`src/include/lsu_defs.svh`:
```
`ifndef LSU_DEFS_SVH
`define LSU_DEFS_SVH

// data path width in bits
`define LSU_XLEN 64

// core-local timer registers, byte addresses
`define LSU_MTIME_ADDR    32'h0200_BFF8
`define LSU_MTIMECMP_ADDR 32'h0200_4000

// trap vector layout
`define LSU_TRAP_LEN              8
`define LSU_TRAP_LOAD_MISALIGNED  4
`define LSU_TRAP_STORE_MISALIGNED 6

// data RAM depth in 64-bit words
`define LSU_DMEM_WORDS 256

`endif
```
`src/hdl/lsu_pkg.sv`:
```
`default_nettype none

`include "lsu_defs.svh"

package lsu_pkg;

  // one register-wide data word
  typedef logic [`LSU_XLEN-1:0] xlen_t;

  // byte address, only the low 32 bits are decoded
  typedef logic [31:0] addr_t;

  typedef logic [4:0] reg_idx_t;  // rd index

  // one bit per trap cause
  typedef logic [`LSU_TRAP_LEN-1:0] trap_t;

  // memory opcode handed down from execute
  typedef enum logic [3:0] {
    memop_none = 4'd0,
    memop_lb   = 4'd1,
    memop_lbu  = 4'd2,
    memop_lh   = 4'd3,
    memop_lhu  = 4'd4,
    memop_lw   = 4'd5,
    memop_lwu  = 4'd6,
    memop_ld   = 4'd7,
    memop_sb   = 4'd8,
    memop_sh   = 4'd9,
    memop_sw   = 4'd10,
    memop_sd   = 4'd11
  } memop_e;

endpackage

`default_nettype wire

```
`src/hdl/dmem_if.sv`:
```
`timescale 1ns/1ps
`default_nettype none

`include "lsu_defs.svh"

interface dmem_if (
  input logic clk_i,
  input logic arst_n_i
);

  lsu_pkg::addr_t          addr;
  logic                    req;    // held until ready
  logic                    we;
  logic [`LSU_XLEN/8-1:0]  mask;   // byte strobes
  logic [3:0]              size;   // one-hot byte count
  lsu_pkg::xlen_t          wdata;
  logic                    ready;  // single-cycle pulse
  lsu_pkg::xlen_t          rdata;

  modport stage (
    input  clk_i, arst_n_i, ready, rdata,
    output addr, req, we, mask, size, wdata
  );

  modport mem (
    input  addr, req, we, mask, size, wdata,
    output ready, rdata
  );

endinterface

`default_nettype wire

```
`src/hdl/mem_access_stage.sv`:
```
`timescale 1ns/1ps
`default_nettype none

`include "lsu_defs.svh"

module mem_access_stage (
  input  logic              valid_i,
  input  lsu_pkg::memop_e   op_i,
  input  lsu_pkg::xlen_t    alu_i,
  input  lsu_pkg::xlen_t    rs2_i,
  input  lsu_pkg::reg_idx_t rd_i,
  input  lsu_pkg::trap_t    trap_i,
  dmem_if.stage             dmem,
  output lsu_pkg::addr_t    tmr_addr_o,
  output logic              tmr_sel_o,
  output logic              tmr_we_o,
  output lsu_pkg::xlen_t    tmr_wdata_o,
  input  lsu_pkg::xlen_t    tmr_rdata_i,
  output logic              stall_o,
  output logic              valid_o,
  output lsu_pkg::reg_idx_t rd_o,
  output lsu_pkg::xlen_t    result_o,
  output lsu_pkg::trap_t    trap_o
);

  logic op_none, is_load, is_store, is_signed;
  logic sz1, sz2, sz4, sz8;
  logic misaligned, hit_tmr, acc_ok, ram_acc;
  lsu_pkg::addr_t addr;
  logic [2:0] off;
  logic [`LSU_XLEN/8-1:0] mask_base;
  lsu_pkg::xlen_t wdata_base, rsrc, ld_ext;

  // opcode decode
  assign op_none   = (op_i == lsu_pkg::memop_none);
  assign is_load   = (op_i == lsu_pkg::memop_lb) | (op_i == lsu_pkg::memop_lbu) |
                     (op_i == lsu_pkg::memop_lh) | (op_i == lsu_pkg::memop_lhu) |
                     (op_i == lsu_pkg::memop_lw) | (op_i == lsu_pkg::memop_lwu) |
                     (op_i == lsu_pkg::memop_ld);
  assign is_store  = (op_i == lsu_pkg::memop_sb) | (op_i == lsu_pkg::memop_sh) |
                     (op_i == lsu_pkg::memop_sw) | (op_i == lsu_pkg::memop_sd);
  assign is_signed = (op_i == lsu_pkg::memop_lb) | (op_i == lsu_pkg::memop_lh) |
                     (op_i == lsu_pkg::memop_lw) | (op_i == lsu_pkg::memop_ld);

  assign sz1 = (op_i == lsu_pkg::memop_lb) | (op_i == lsu_pkg::memop_lbu) |
               (op_i == lsu_pkg::memop_sb);
  assign sz2 = (op_i == lsu_pkg::memop_lh) | (op_i == lsu_pkg::memop_lhu) |
               (op_i == lsu_pkg::memop_sh);
  assign sz4 = (op_i == lsu_pkg::memop_lw) | (op_i == lsu_pkg::memop_lwu) |
               (op_i == lsu_pkg::memop_sw);
  assign sz8 = (op_i == lsu_pkg::memop_ld) | (op_i == lsu_pkg::memop_sd);

  assign addr = alu_i[31:0];
  assign off  = addr[2:0];

  assign mask_base = ({8{sz1}} & 8'b0000_0001) | ({8{sz2}} & 8'b0000_0011) |
                     ({8{sz4}} & 8'b0000_1111) | ({8{sz8}} & 8'b1111_1111);

  // store data trimmed to the access size, still at the low end
  assign wdata_base = ({`LSU_XLEN{sz1}} & {{(`LSU_XLEN-8){1'b0}}, rs2_i[7:0]}) |
                      ({`LSU_XLEN{sz2}} & {{(`LSU_XLEN-16){1'b0}}, rs2_i[15:0]}) |
                      ({`LSU_XLEN{sz4}} & {{(`LSU_XLEN-32){1'b0}}, rs2_i[31:0]}) |
                      ({`LSU_XLEN{sz8}} & rs2_i);

  // byte accesses can never be misaligned
  assign misaligned = (sz2 & addr[0]) | (sz4 & (|addr[1:0])) | (sz8 & (|addr[2:0]));

  // target select
  assign hit_tmr = (addr == `LSU_MTIME_ADDR) | (addr == `LSU_MTIMECMP_ADDR);
  assign acc_ok  = valid_i & (is_load | is_store) & ~misaligned;
  assign ram_acc = acc_ok & ~hit_tmr;

  assign tmr_addr_o  = addr;
  assign tmr_sel_o   = acc_ok & hit_tmr;
  assign tmr_we_o    = is_store;
  assign tmr_wdata_o = wdata_base;  // timer regs are 8-byte aligned

  // drop req in the ready cycle so the access is issued once
  assign dmem.req   = ram_acc & ~dmem.ready;
  assign dmem.we    = is_store;
  assign dmem.addr  = addr;
  assign dmem.size  = {sz8, sz4, sz2, sz1};
  assign dmem.mask  = is_store ? (mask_base << off) : mask_base;
  assign dmem.wdata = wdata_base << {off, 3'b000};

  assign stall_o = dmem.req;

  // RAM hands back the whole word, bring the addressed bytes down
  assign rsrc = tmr_sel_o ? tmr_rdata_i : (dmem.rdata >> {off, 3'b000});

  assign ld_ext =
    ({`LSU_XLEN{sz1}} & {{(`LSU_XLEN-8){is_signed & rsrc[7]}}, rsrc[7:0]}) |
    ({`LSU_XLEN{sz2}} & {{(`LSU_XLEN-16){is_signed & rsrc[15]}}, rsrc[15:0]}) |
    ({`LSU_XLEN{sz4}} & {{(`LSU_XLEN-32){is_signed & rsrc[31]}}, rsrc[31:0]}) |
    ({`LSU_XLEN{sz8}} & rsrc);

  // stores and faulting loads write back zero
  assign result_o = ({`LSU_XLEN{op_none}} & alu_i) |
                    ({`LSU_XLEN{is_load & ~misaligned}} & ld_ext);

  always_comb begin
    trap_o = trap_i;
    trap_o[`LSU_TRAP_LOAD_MISALIGNED]  = is_load & misaligned;
    trap_o[`LSU_TRAP_STORE_MISALIGNED] = is_store & misaligned;
  end

  assign valid_o = valid_i;
  assign rd_o    = rd_i;

  // a pending RAM request keeps its address and never turns into a timer access
  a_no_tmr_req: assert property (@(posedge dmem.clk_i) disable iff (!dmem.arst_n_i)
    dmem.req |=> !tmr_sel_o && $stable(dmem.addr));

  a_req_mask: assert property (@(posedge dmem.clk_i) disable iff (!dmem.arst_n_i)
    dmem.req |-> (|dmem.mask));

endmodule

`default_nettype wire

```
`src/flat_wrapper.sv`:
```
// flat-port wrapper written by rule: the top's interface ports become plain ports
module mem_access_stage_flat 
  (valid_i, op_i, alu_i, rs2_i, rd_i, trap_i, tmr_addr_o, tmr_sel_o, tmr_we_o, tmr_wdata_o, tmr_rdata_i, stall_o, valid_o, rd_o, result_o, trap_o, clk_i, arst_n_i, dmem_ready, dmem_rdata, dmem_addr, dmem_req, dmem_we, dmem_mask, dmem_size, dmem_wdata);
  dmem_if dmem_i (.clk_i(clk_i), .arst_n_i(arst_n_i));
  input  logic valid_i;
  input  lsu_pkg::memop_e op_i;
  input  lsu_pkg::xlen_t alu_i;
  input  lsu_pkg::xlen_t rs2_i;
  input  lsu_pkg::reg_idx_t rd_i;
  input  lsu_pkg::trap_t trap_i;
  output lsu_pkg::addr_t tmr_addr_o;
  output logic tmr_sel_o;
  output logic tmr_we_o;
  output lsu_pkg::xlen_t tmr_wdata_o;
  input  lsu_pkg::xlen_t tmr_rdata_i;
  output logic stall_o;
  output logic valid_o;
  output lsu_pkg::reg_idx_t rd_o;
  output lsu_pkg::xlen_t result_o;
  output lsu_pkg::trap_t trap_o;
  input wire logic clk_i;
  input wire logic arst_n_i;
  input wire logic [$bits(dmem_i.ready)-1:0] dmem_ready;
  input wire logic [$bits(dmem_i.rdata)-1:0] dmem_rdata;
  output wire logic [$bits(dmem_i.addr)-1:0] dmem_addr;
  output wire logic [$bits(dmem_i.req)-1:0] dmem_req;
  output wire logic [$bits(dmem_i.we)-1:0] dmem_we;
  output wire logic [$bits(dmem_i.mask)-1:0] dmem_mask;
  output wire logic [$bits(dmem_i.size)-1:0] dmem_size;
  output wire logic [$bits(dmem_i.wdata)-1:0] dmem_wdata;
  assign dmem_i.ready = dmem_ready;
  assign dmem_i.rdata = dmem_rdata;
  assign dmem_addr = dmem_i.addr;
  assign dmem_req = dmem_i.req;
  assign dmem_we = dmem_i.we;
  assign dmem_mask = dmem_i.mask;
  assign dmem_size = dmem_i.size;
  assign dmem_wdata = dmem_i.wdata;
  mem_access_stage u_core (.valid_i(valid_i), .op_i(op_i), .alu_i(alu_i), .rs2_i(rs2_i), .rd_i(rd_i), .trap_i(trap_i), .dmem(dmem_i), .tmr_addr_o(tmr_addr_o), .tmr_sel_o(tmr_sel_o), .tmr_we_o(tmr_we_o), .tmr_wdata_o(tmr_wdata_o), .tmr_rdata_i(tmr_rdata_i), .stall_o(stall_o), .valid_o(valid_o), .rd_o(rd_o), .result_o(result_o), .trap_o(trap_o));
endmodule
```
`config.mk`:
```
export PLATFORM = sky130hd
export DESIGN_NAME = mem_access_stage_flat
export DESIGN_NICKNAME = d
export VERILOG_FILES = /design/src/hdl/lsu_pkg.sv /design/src/hdl/dmem_if.sv /design/src/hdl/mem_access_stage.sv /design/src/flat_wrapper.sv
export VERILOG_INCLUDE_DIRS = /design/src /design/src/include
export SDC_FILE = /design/constraint.sdc
export NUM_CORES = 1
export LEC_CHECK = 0
export BUFFER_PORTS_ARGS = -buffer_cell sky130_fd_sc_hd__buf_2
export CORE_AREA = 2 2 217 219
export DETAILED_ROUTE_END_ITERATION = 7
export DIE_AREA = 0 0 219 221
export PLACE_DENSITY = 0.46
export SLEW_MARGIN = 0
export SYNTH_ARGS = -nofsm -noshare
export SYNTH_HDL_FRONTEND = slang
export SYNTH_SLANG_ARGS = --single-unit
```
`constraint.sdc`:
```
create_clock -name vclk -period 2.1
set_input_delay 0.105 -clock vclk [all_inputs]
set_output_delay 0.105 -clock vclk [all_outputs]
set_load 0.02 [all_outputs]
```
Yosys cells after proc, flatten, opt, wreduce, memory -nomap -nowiden
Cells that the tools add are included.
- $add $sub $neg: 0
- $mul: 0
- div/mod/pow operators: 0
- order comparisons: 0
- eq/ne operators: 13
- shifts and indexed selects: 3
- muxes and demuxes: 2
- bitwise gates (word level): 59
- reductions and logical operators: 3
- operators with widths (operator ; count):
    $and 64x64->64 ; 7
    $or 64x64->64 ; 7
    $and 64x16->64 ; 1
    $and 64x32->64 ; 1
    $and 64x8->64 ; 1
    $eq 32x26->1 const B ; 2
    $mux 64 ; 1
    $shl 64x6->64 ; 1
    $shr 64x6->64 ; 1
    $or 1x1->1 ; 22
    $eq 4x3->1 const B ; 4
    $eq 4x4->1 const B ; 4
    $and 1x1->1 ; 14
    $eq 4x2->1 const B ; 2
    $mux 8 ; 1
    $or 8x4->8 ; 1
    $or 8x8->8 ; 1
    $shl 8x3->8 ; 1
    $eq 4x1->1 const B ; 1
    $logic_not 4->1 ; 1
    $not 1->1 ; 3
    $reduce_or 3->1 ; 1
    $or 1x2->2 ; 1
    $reduce_or 2->1 ; 1
- flip-flop bits (word level): 0
- bits in latches: 0
- RAM bits: 0
- ROM bits: 0
- output and inout port bits: 287
- memories kept: 0

Logic depth before layout (Yosys ltp)
Gate-level depths: netlist of run 1.
- depth in word-level cells: 19
- gate-level depth with buffers: 11
- gate-level depth less buffers: 7

Worst setup path after synthesis of run 1
No wires, ideal clock.
- kind: input -> output
- from: in alu_i[1]
- to: out result_o[16]
- arrival time: 2.755 ns
- setup slack: -0.760 ns
- cell stages on the path: 10
- path through: buf_6 or3_1 clkbuf_1 or4b_4 a211o_1 buf_6 clkinv_2 buf_4 nor2_1 o311ai_0
- word-level cells in the longest chain between the ends: 15
- RTL lines (element ; line ; text):
    start: declaration ; flat_wrapper.sv:7 ; input lsu_pkg::xlen_t alu_i;
    $reduce_or 2->1 ; mem_access_stage.sv:66 ; assign misaligned = (sz2 & addr[0]) | (sz4 & (|addr[1:0])) | (sz8 & (|addr[2:0]));
    $and 1x1->1 ; mem_access_stage.sv:66 ;
    $or 1x1->1 (2 in a row) ; mem_access_stage.sv:66 ;
    $not 1->1 ; mem_access_stage.sv:70, mem_access_stage.sv:99 ;
    $and 1x1->1 ; mem_access_stage.sv:70 ; assign acc_ok = valid_i & (is_load | is_store) & ~misaligned;
    $and 1x1->1 ; mem_access_stage.sv:74 ; assign tmr_sel_o = acc_ok & hit_tmr;
    $mux 64 ; mem_access_stage.sv:89 ; assign rsrc = tmr_sel_o ? tmr_rdata_i : (dmem.rdata >> {off, 3'b000});
    $and 1x1->1 (on tied branches) ; mem_access_stage.sv:92, mem_access_stage.sv:93 ;
    $and 64x64->64 (on tied branches) ; mem_access_stage.sv:92, mem_access_stage.sv:93 ;
    $or 64x64->64 (3 in a row) ; mem_access_stage.sv:92 ; ({`LSU_XLEN{sz1}} & {{(`LSU_XLEN-8){is_signed & rsrc[7]}}, rsrc[7:0]}) |
    $and 64x64->64 * ; mem_access_stage.sv:99 ; ({`LSU_XLEN{is_load & ~misaligned}} & ld_ext);
    $or 64x64->64 * ; mem_access_stage.sv:98 ; assign result_o = ({`LSU_XLEN{op_none}} & alu_i) |
    end: declaration ; flat_wrapper.sv:19 ; output lsu_pkg::xlen_t result_o;
Mark *: on every way between the ends. The rest lies on a longest branch, timed or not.

Worst setup path after layout of run 1
- from: in alu_i[0]
- to: out result_o[34]
The elaborated chain is that of the path after synthesis.

==> results of run 1 <==
==> layer usage <==
metal | share of wire, % | routed length [microns]
met1 | 36 | 19270
met2 | 53 | 27900
met3 | 7.0 | 3720
met4 | 3.7 | 1936
met5 | 0.091 | 48
==> worst max-delay path by stage <==
stage / start / to / slack, ns / depth (start not counted)
2_1_floorplan: alu_i[1] / result_o[26] / -0.34 / 10
3_3_place_gp: alu_i[26] / result_o[59] / -0.78 / 12
3_5_place_dp: alu_i[26] / result_o[63] / -0.78 / 12
4_1_cts: alu_i[0] / result_o[58] / -0.44 / 10
5_1_grt: alu_i[0] / result_o[63] / -0.56 / 10
6_report: alu_i[0] / result_o[34] / -0.52 / 10
==> logic make-up (layout without fill, tap and decap cells) <==
| family | after synthesis | count (layout) |
|---|---|---|
| and+or+nand+nor | 362 | 362 |
| buffers and inverters | 230 | 898 |
| AOI/OAI and AO/OA | 227 | 227 |
| muxes | 167 | 167 |
| xor gates and xnor gates | 2 | 2 |
| other | 0 | 4 |
==> placed cells by master, fill, tap and decap left out, drive strengths merged, types with 4 or more instances in the layout <==
cell	Yosys	routed
diode	0	4
a211oi	5	5
inv	51	51
nand2b	15	15
or2	7	7
o22a	4	4
o32a	4	4
buf	119	843
nand2	115	115
and2	41	41
nor2	86	86
mux2i	104	104
and3	4	4
mux4	25	25
o311ai	11	11
nand4	6	6
o22ai	28	28
nor4	6	6
a21oi	25	25
mux2	38	38
a22oi	26	26
nor2b	16	16
o21ai	62	62
o211ai	40	40
nand3	51	51
==> per-stage QoR <==
| stage | total power [W] | hold WS, ns |
|---|---|---|
| after floorplan | 0.001492 | 0.3226 |
| after global placement | 0.002771 | 0.2101 |
| after detailed placement | 0.002772 | 0.2101 |
| after CTS | 0.003098 | 0.2101 |
| after global routing | 0.003499 | 0.2101 |
| final | 0.003301 | 0.2100 |
==> worst max-delay path, delay by kind of cell <==
family                 cells  cell delay, ns
AND/OR/NAND/NOR            2            0.92
AO/OA/AOI/OAI              4            0.87
buffers and inverters      4            0.57
==> power breakdown <==
group                total, W  switching, W    internal (W)
combinational         0.00330       0.00179         0.00151
sequential                  0             0               0
clock          0.000000000257             0  0.000000000257
==> cell type report <==
type                            count  area, sq um  share of cell area (%)
Antenna cell                        4        10.01                 0.07276
Inverter                           52        215.2                   1.564
Multi-Input combinational cell    758         6611                   48.06
Tap cell                          607        759.5                   5.521
Timing Repair Buffer              846         6161                   44.78
==> what timing repair did <==
action                     4_1_cts  5_1_grt
buffers inserted                35       26
setup endpoints to repair      116      117
pin swaps                       46       47
gates cloned                     4        4
resized for setup              303      185
==> results.yml, run 1 <==
sta:
  period_share_pct: 124.6
  tns_ns: -30.23
  fmax_mhz: 382.3
  drv_slew: 0
  final.min_clock_period_ns: 2.616
  setup_ws_ns: -0.5159
  rsz0062_at_grt: "true"
  maxSlewHeadroom_pct: 47.10
  setup_viol: 93
  hold_viol_final: 0
  worst_pin_slew_ns: 0.7935
placed_design:
  dp_cells: 2200
  pre_cts_ws_ns: -0.7791
  dp_hpwl_microns: 43080
  routabilityCongestion: 0.8866
  portBuffers: 538
  dpl_cell_area_sq_um: 11490
die:
  io_pins: 564
  die_y_microns: 221
  core_sq_um: 46060
  die_area_sq_um: 48400
  rows: 79
  start_util_pct: 14.25
  die_width_microns: 219
setup_path:
  path_common_cell: "buf_6"
  cp-end-kind: "output pin"
  start_kind: "input pin"
  crit_type: "input pin to output pin"
  critPathMaxStageDelay_ns: 0.54
  crit_fanout: 26
  arrival_ns: 2.51
  critPathSlowestCell: "or4b_4"
  path_cells: "buf_6 -> or3_4 -> or4b_4 -> a211o_4 -> a211oi_4 -> a31oi_4 -> buf_12 -> buf_6 -> o211ai_1 -> buf_4"
  required_ns: 2.00
final_layout:
  clkbuf_count: 0
  drive_above_1_share_pct: 66.67
  syn2layout_area_growth_pct: 109.5
  seq_cells: 0
  seq_area_sq_um: 0
  post-route-util_pct: 29.87
  nets: 1935
  final_area_sq_um: 13760
  fillCellCount: 5055
  stdcell_count: 2267
global_routing:
  grt_max_degree: 89
  grtUsageMet3_pct: 4.014
  globalRouteMet2Util_pct: 38.59
  grtUsageTotal_pct: 20.04
  antenna_found_initial: 10
  grt_pass1_wl_microns: 71380
  grt_busiest_layer: "met2"
  grt_pass1_vias: 10480
  grt_overflow: 0
  gr-usage-met1_pct: 21.62
logic_synthesis:
  ys_seq_area_share_pct: 0
  ys_warn_count: 0
  synthAdderAreaFrac_pct: 0
  synth_cell_types: 58
  synthMuxAreaShare_pct: 30.95
  synthTopCellsByArea: "mux2i_1 16%, buf_4 9.7%, mux4_2 8.6%"
  synthSimpleGateAreaFrac_pct: 26.13
  synth_top_area_cell: "mux2i_1"
  netlist.area_leader.share_pct: 15.86
  synth_compound_area_share_pct: 23.73
  synth_xor_area_share_pct: 0.2668
  netlist_instances: 988
  synth_area_sq_um: 6565
  syn_nets: 1265
  synth_top_family_by_area: "multiplexers"
  synth_area_per_cell_sq_um: 6.645
  ys_top_cells_by_count: "115 x nand2_1, 104 x mux2i_1, 86 x nor2_1"
  synth.most_common_cell: "nand2_1"
hold_path:
  min_path_cells: 0
  hold_start: "rd_i[1]"
  hold_class: "input pin to output pin"
  min_to: "rd_o[1]"
routing:
  antenna_left: 0
  wl_microns: 52880
  first_pass_iters: 5
  drc: 0
  wl_per_cell_microns: 23.33
  route.vias.total: 10360
  routed_via_density: 4.572
  drt_iter0_markers: 558
outcome:
  violations: "setup timing"
  status: "finished, violations left"
clock_tree:
  ctsHoldBuffers: 0
power:
  leakage_nw: 6.985
  power.density_nw_per_um2: 240.0
  vdd_drop_max_uv: 132.2
job:
  cap_violations: 0
Power figures use the tool's default switching activity.
==> run 2: changes to the inputs <==
Settings changed: CELL_PAD_IN_SITES_DETAIL_PLACEMENT set to 1, CELL_PAD_IN_SITES_GLOBAL_PLACEMENT set to 1, CORE_AREA 2 2 217 219 to 2 2 218 220, DIE_AREA 0 0 219 221 to 0 0 220 222, PLACE_DENSITY 0.46 to 0.62, SETUP_SLACK_MARGIN set to 0.2.
==> run 2 against run 1 <==
Effect of this change:
- the flow still finishes with violations (setup timing)
- sequential share of layout area did not move
- die area rose by 0.91%
- power rose by 9.8%
- setup slack improved by 0.044 ns
- clock-buffer cell count did not move
- worst hold slack barely moved
- via count rose by 4.1%
- routed wire length rose by 9.3%
- fmax rose by 1.7%
- design area rose by 8.1%
- critical path type unchanged
- critical endpoint unchanged
- largest power group unchanged
- highest routed layer is now met4
==> results.yml, run 2 (synthesis gave the netlist of run 1 again) <==
routing:
  wl_microns: 57810
  antenna_left: 0
  drt_iter0_markers: 525
  routed_via_density: 4.709
  wl_per_cell_microns: 25.23
  first_pass_iters: 4
  drc: 0
  route.vias.total: 10790
sta:
  final.min_clock_period_ns: 2.572
  worst_pin_slew_ns: 0.5416
  rsz0062_at_grt: "true"
  period_share_pct: 122.5
  maxSlewHeadroom_pct: 63.89
  fmax_mhz: 388.8
  hold_viol_final: 0
  drv_slew: 0
  setup_viol: 103
  setup_ws_ns: -0.4719
job:
  cap_violations: 0
global_routing:
  antenna_found_initial: 8
  grt_pass1_wl_microns: 78620
  grt_max_degree: 98
  grt_overflow: 0
  grt_pass1_vias: 11500
  grtUsageTotal_pct: 21.76
outcome:
  status: "finished, violations left"
  violations: "setup timing"
die:
  die_y_microns: 222
  die_area_sq_um: 48840
  rows: 79
  core_sq_um: 46260
  die_width_microns: 220
  io_pins: 564
  start_util_pct: 14.19
setup_path:
  critPathMaxStageDelay_ns: 0.55
  arrival_ns: 2.47
  required_ns: 2.00
  path_cells: "buf_6 -> or3_4 -> or4b_4 -> a211o_4 -> clkinv_8 -> o21ai_4 -> a31oi_4 -> buf_12 -> buf_8 -> o211ai_1 -> buf_4"
  crit_fanout: 9
  start_kind: "input pin"
  critPathSlowestCell: "or4b_4"
  cp-end-kind: "output pin"
  crit_type: "input pin to output pin"
clock_tree:
  ctsHoldBuffers: 0
placed_design:
  dpl_cell_area_sq_um: 11570
  dp_hpwl_microns: 44350
  portBuffers: 538
  routabilityCongestion: 0.8836
hold_path:
  hold_class: "input pin to output pin"
final_layout:
  final_cell_mix: "404 x buf_2, 240 x buf_4, 176 x buf_6"
  drive_above_1_share_pct: 71.49
  clkbuf_count: 0
  fillCellCount: 5603
  seq_area_sq_um: 0
  layout_commonest_cell: "buf_2"
  seq_cells: 0
  syn2layout_area_growth_pct: 126.5
  final_area_sq_um: 14870
  nets: 1959
power:
  leakage_nw: 7.338
  power.density_nw_per_um2: 243.8
  total_power_w: 0.003625
  vdd_drop_max_uv: 127.8
-- run 2: changes by cell type in the layout (fill, tap and decap cells not counted), sizes merged --
cell    change
buf        +20
bufbuf      +3
clkinv      +1
-- run 2: power by group --
| group | leakage, nW | internal (W) | switching (W) |
|---|---|---|---|
| Clock | 0.0000254 | 0.000000000257 | 0 |
| Combinational | 7.34 | 0.00169 | 0.00194 |
| Sequential | 0 | 0 | 0 |
| Total | 7.34 | 0.00169 | 0.00194 |
-- run 2: worst max-delay path, delay by kind of cell --
family	cells	cell delay (ns)
simple gates	2	0.94
compound gates	4	0.71
buf+inv	5	0.69
-- run 2: area by class of cell --
class                           instances  area [sq um]  area share [%]
Tap cell                              607         759.5           5.107
Inverter                               52         230.2           1.548
Timing Repair Buffer                  869          6867           46.18
Multi-Input combinational cell        758          6993           47.03
Timing Repair inverter                  1         11.26         0.07573
Antenna cell                            4         10.01         0.06731
-- run 2: timing repair --
item | 4_1_cts | 5_1_grt
endpoints found under the setup margin | 138 | 136
gates cloned | 12 | 3
buffers inserted | 60 | 19
resized for setup | 467 | 183
pin swaps | 80 | 47
-- run 2: through the flow --
stage | utilization (%) | setup WS [ns] | setup TNS (ns) | std cells | hold WS (ns)
floorplan | - | -0.3426 | -17.68 | 988 | 0.3226
global placement | 25.02 | -0.5728 | -41.04 | 2193 | 0.2101
detailed placement | 25.02 | -0.6485 | -45.28 | 2193 | 0.2101
CTS | 30.08 | -0.4751 | -26.15 | 2265 | 0.2101
global route | 32.14 | -0.5128 | -34.26 | 2289 | 0.2101
finish | 32.15 | -0.4719 | -28.53 | 2291 | 0.2100
-- run 2: final timing paths --
kind | startpoint | end | slack (ns) | cells past startpoint
worst min-delay path | trap_i[0] | trap_o[0] | 0.21 | 0
worst max-delay path | alu_i[0] | result_o[34] | -0.47 | 11
-- run 2: per-layer routing --
layer / vias to the layer above / track usage (%) / share of wire [%]
li1: 4874 / - / -
met1: 5301 / 23.21 / 36
met2: 508 / 41.64 / 52
met3: 105 / 3.964 / 6.8
met4: 0 / 8.270 / 4.8
met5: - / 0 / 0
==> run 3: changes to the inputs <==
Settings changed: BUFFER_PORTS_ARGS -buffer_cell sky130_fd_sc_hd__buf_2 to unset, DONT_BUFFER_PORTS set to 1, PLACE_DENSITY 0.62 to 0.45.
==> run 3 against run 2 <==
Effect of this change:
- the run still ends with setup timing left
- first-iteration DRC count shrank 16%
- critical path depth shrank 2
- sequential cell count is the same
==> results.yml, run 3 (synthesis gave the netlist of run 1 again) <==
routing:
  drc: 0
  wl_per_cell_microns: 28.41
  first_pass_iters: 4
  wl_microns: 46940
  route.vias.total: 7997
  routed_via_density: 4.841
  antenna_left: 0
  drt_iter0_markers: 439
die:
  die_width_microns: 220
  die_y_microns: 222
  start_util_pct: 14.19
  io_pins: 564
  rows: 79
  core_sq_um: 46260
  die_area_sq_um: 48840
global_routing:
  grtUsageTotal_pct: 17.93
  grt_pass1_vias: 8400
  grt_pass1_wl_microns: 63450
  grt_overflow: 0
  grt_max_degree: 182
  antenna_found_initial: 6
sta:
  rsz0062_at_grt: "true"
  drv_slew: 0
  hold_viol_final: 0
  holdWs_ns: 0.2100
  period_share_pct: 119.9
  maxSlewHeadroom_pct: 46.52
  setup_viol: 65
  final.min_clock_period_ns: 2.517
  fmax_mhz: 397.3
  setup_ws_ns: -0.4171
  worst_pin_slew_ns: 0.8021
job:
  cap_violations: 0
setup_path:
  crit_type: "input pin to output pin"
  crit_fanout: 181
  cp-end-kind: "output pin"
  required_ns: 2.00
  arrival_ns: 2.41
  start_kind: "input pin"
power:
  leakage_nw: 3.959
  power.density_nw_per_um2: 204.0
  vdd_drop_max_uv: 86.89
hold_path:
  hold_class: "input pin to output pin"
final_layout:
  nets: 1321
  layout_commonest_cell: "buf_4"
  final_area_sq_um: 9409
  final_cell_mix: "190 x buf_4, 106 x nand2_1, 99 x mux2i_1"
  clkbuf_count: 0
  seq_area_sq_um: 0
  syn2layout_area_growth_pct: 43.32
  drive_above_1_share_pct: 43.38
  seq_cells: 0
placed_design:
  routabilityCongestion: 0.8914
  portBuffers: 0
  dpl_cell_area_sq_um: 8600
  dp_hpwl_microns: 37770
outcome:
  status: "finished, violations left"
  violations: "setup timing"
clock_tree:
  ctsHoldBuffers: 0
## run 3: changes by cell type in the layout (fill, tap and decap cells not counted), sizes merged
cell and change:
buf -634, bufbuf -1, clkbuf -2, diode -1, inv -1
## run 3: what timing repair did
item | 4_1_cts | 5_1_grt
setup endpoints to repair | 97 | 109
gates resized for setup | 58 | 57
buffers inserted | 6 | 10
pin swaps | 13 | 21
gates cloned | 7 | 1
## run 3: worst paths after layout
check	start	to	cells after the start
setup / recovery	alu_i[0]	result_o[50]	9
hold / removal	alu_i[24]	tmr_addr_o[24]	0
## run 3: cell type report
type | instances | area, sq um
Antenna cell | 3 | 7.507
Inverter | 52 | 220.2
Fill cell | 5587 | 36850
Multi-Input combinational cell | 758 | 6228
Timing Repair Buffer | 232 | 2193
Tap cell | 607 | 759.5
## run 3: critical path, stage by stage
cell and delay (ns):
or3_4 0.41, or4b_4 0.53, a211o_4 0.35, buf_4 0.16
o211ai_4 0.10, a31oi_4 0.12, buf_12 0.18, o211ai_1 0.16
buf_4 0.20
## run 3: where the power goes
| part | internal, W | switching, W | leakage, nW |
|---|---|---|---|
| registers | 0 | 0 | 0 |
| clock network | 0.000000000195 | 0 | 0.0000190 |
| logic | 0.000819 | 0.00110 | 3.96 |
## run 3: per-stage QoR
step	TNS, ns	power [W]	util [%]	setup slack [ns]	instances
final	-20.28	0.001919	20.34	-0.4171	1652
after global routing	-20.57	0.002046	20.34	-0.3947	1652
after CTS	-16.75	0.001887	19.54	-0.3359	1638
after detailed placement	-25.42	0.001837	18.59	-0.6170	1625
after global placement	-23.72	0.001829	18.59	-0.5633	1625
after floorplan	-17.68	0.001538	-	-0.3426	988
## run 3: routing by layer
metal / track usage, % / routed length, microns / vias up
li1: - / - / 3573
met1: 18.43 / 16400 / 3976
met2: 35.51 / 25550 / 409
met3: 4.019 / 3646 / 39
met4: 4.871 / 1339 / 0
met5: 0 / 0 / -
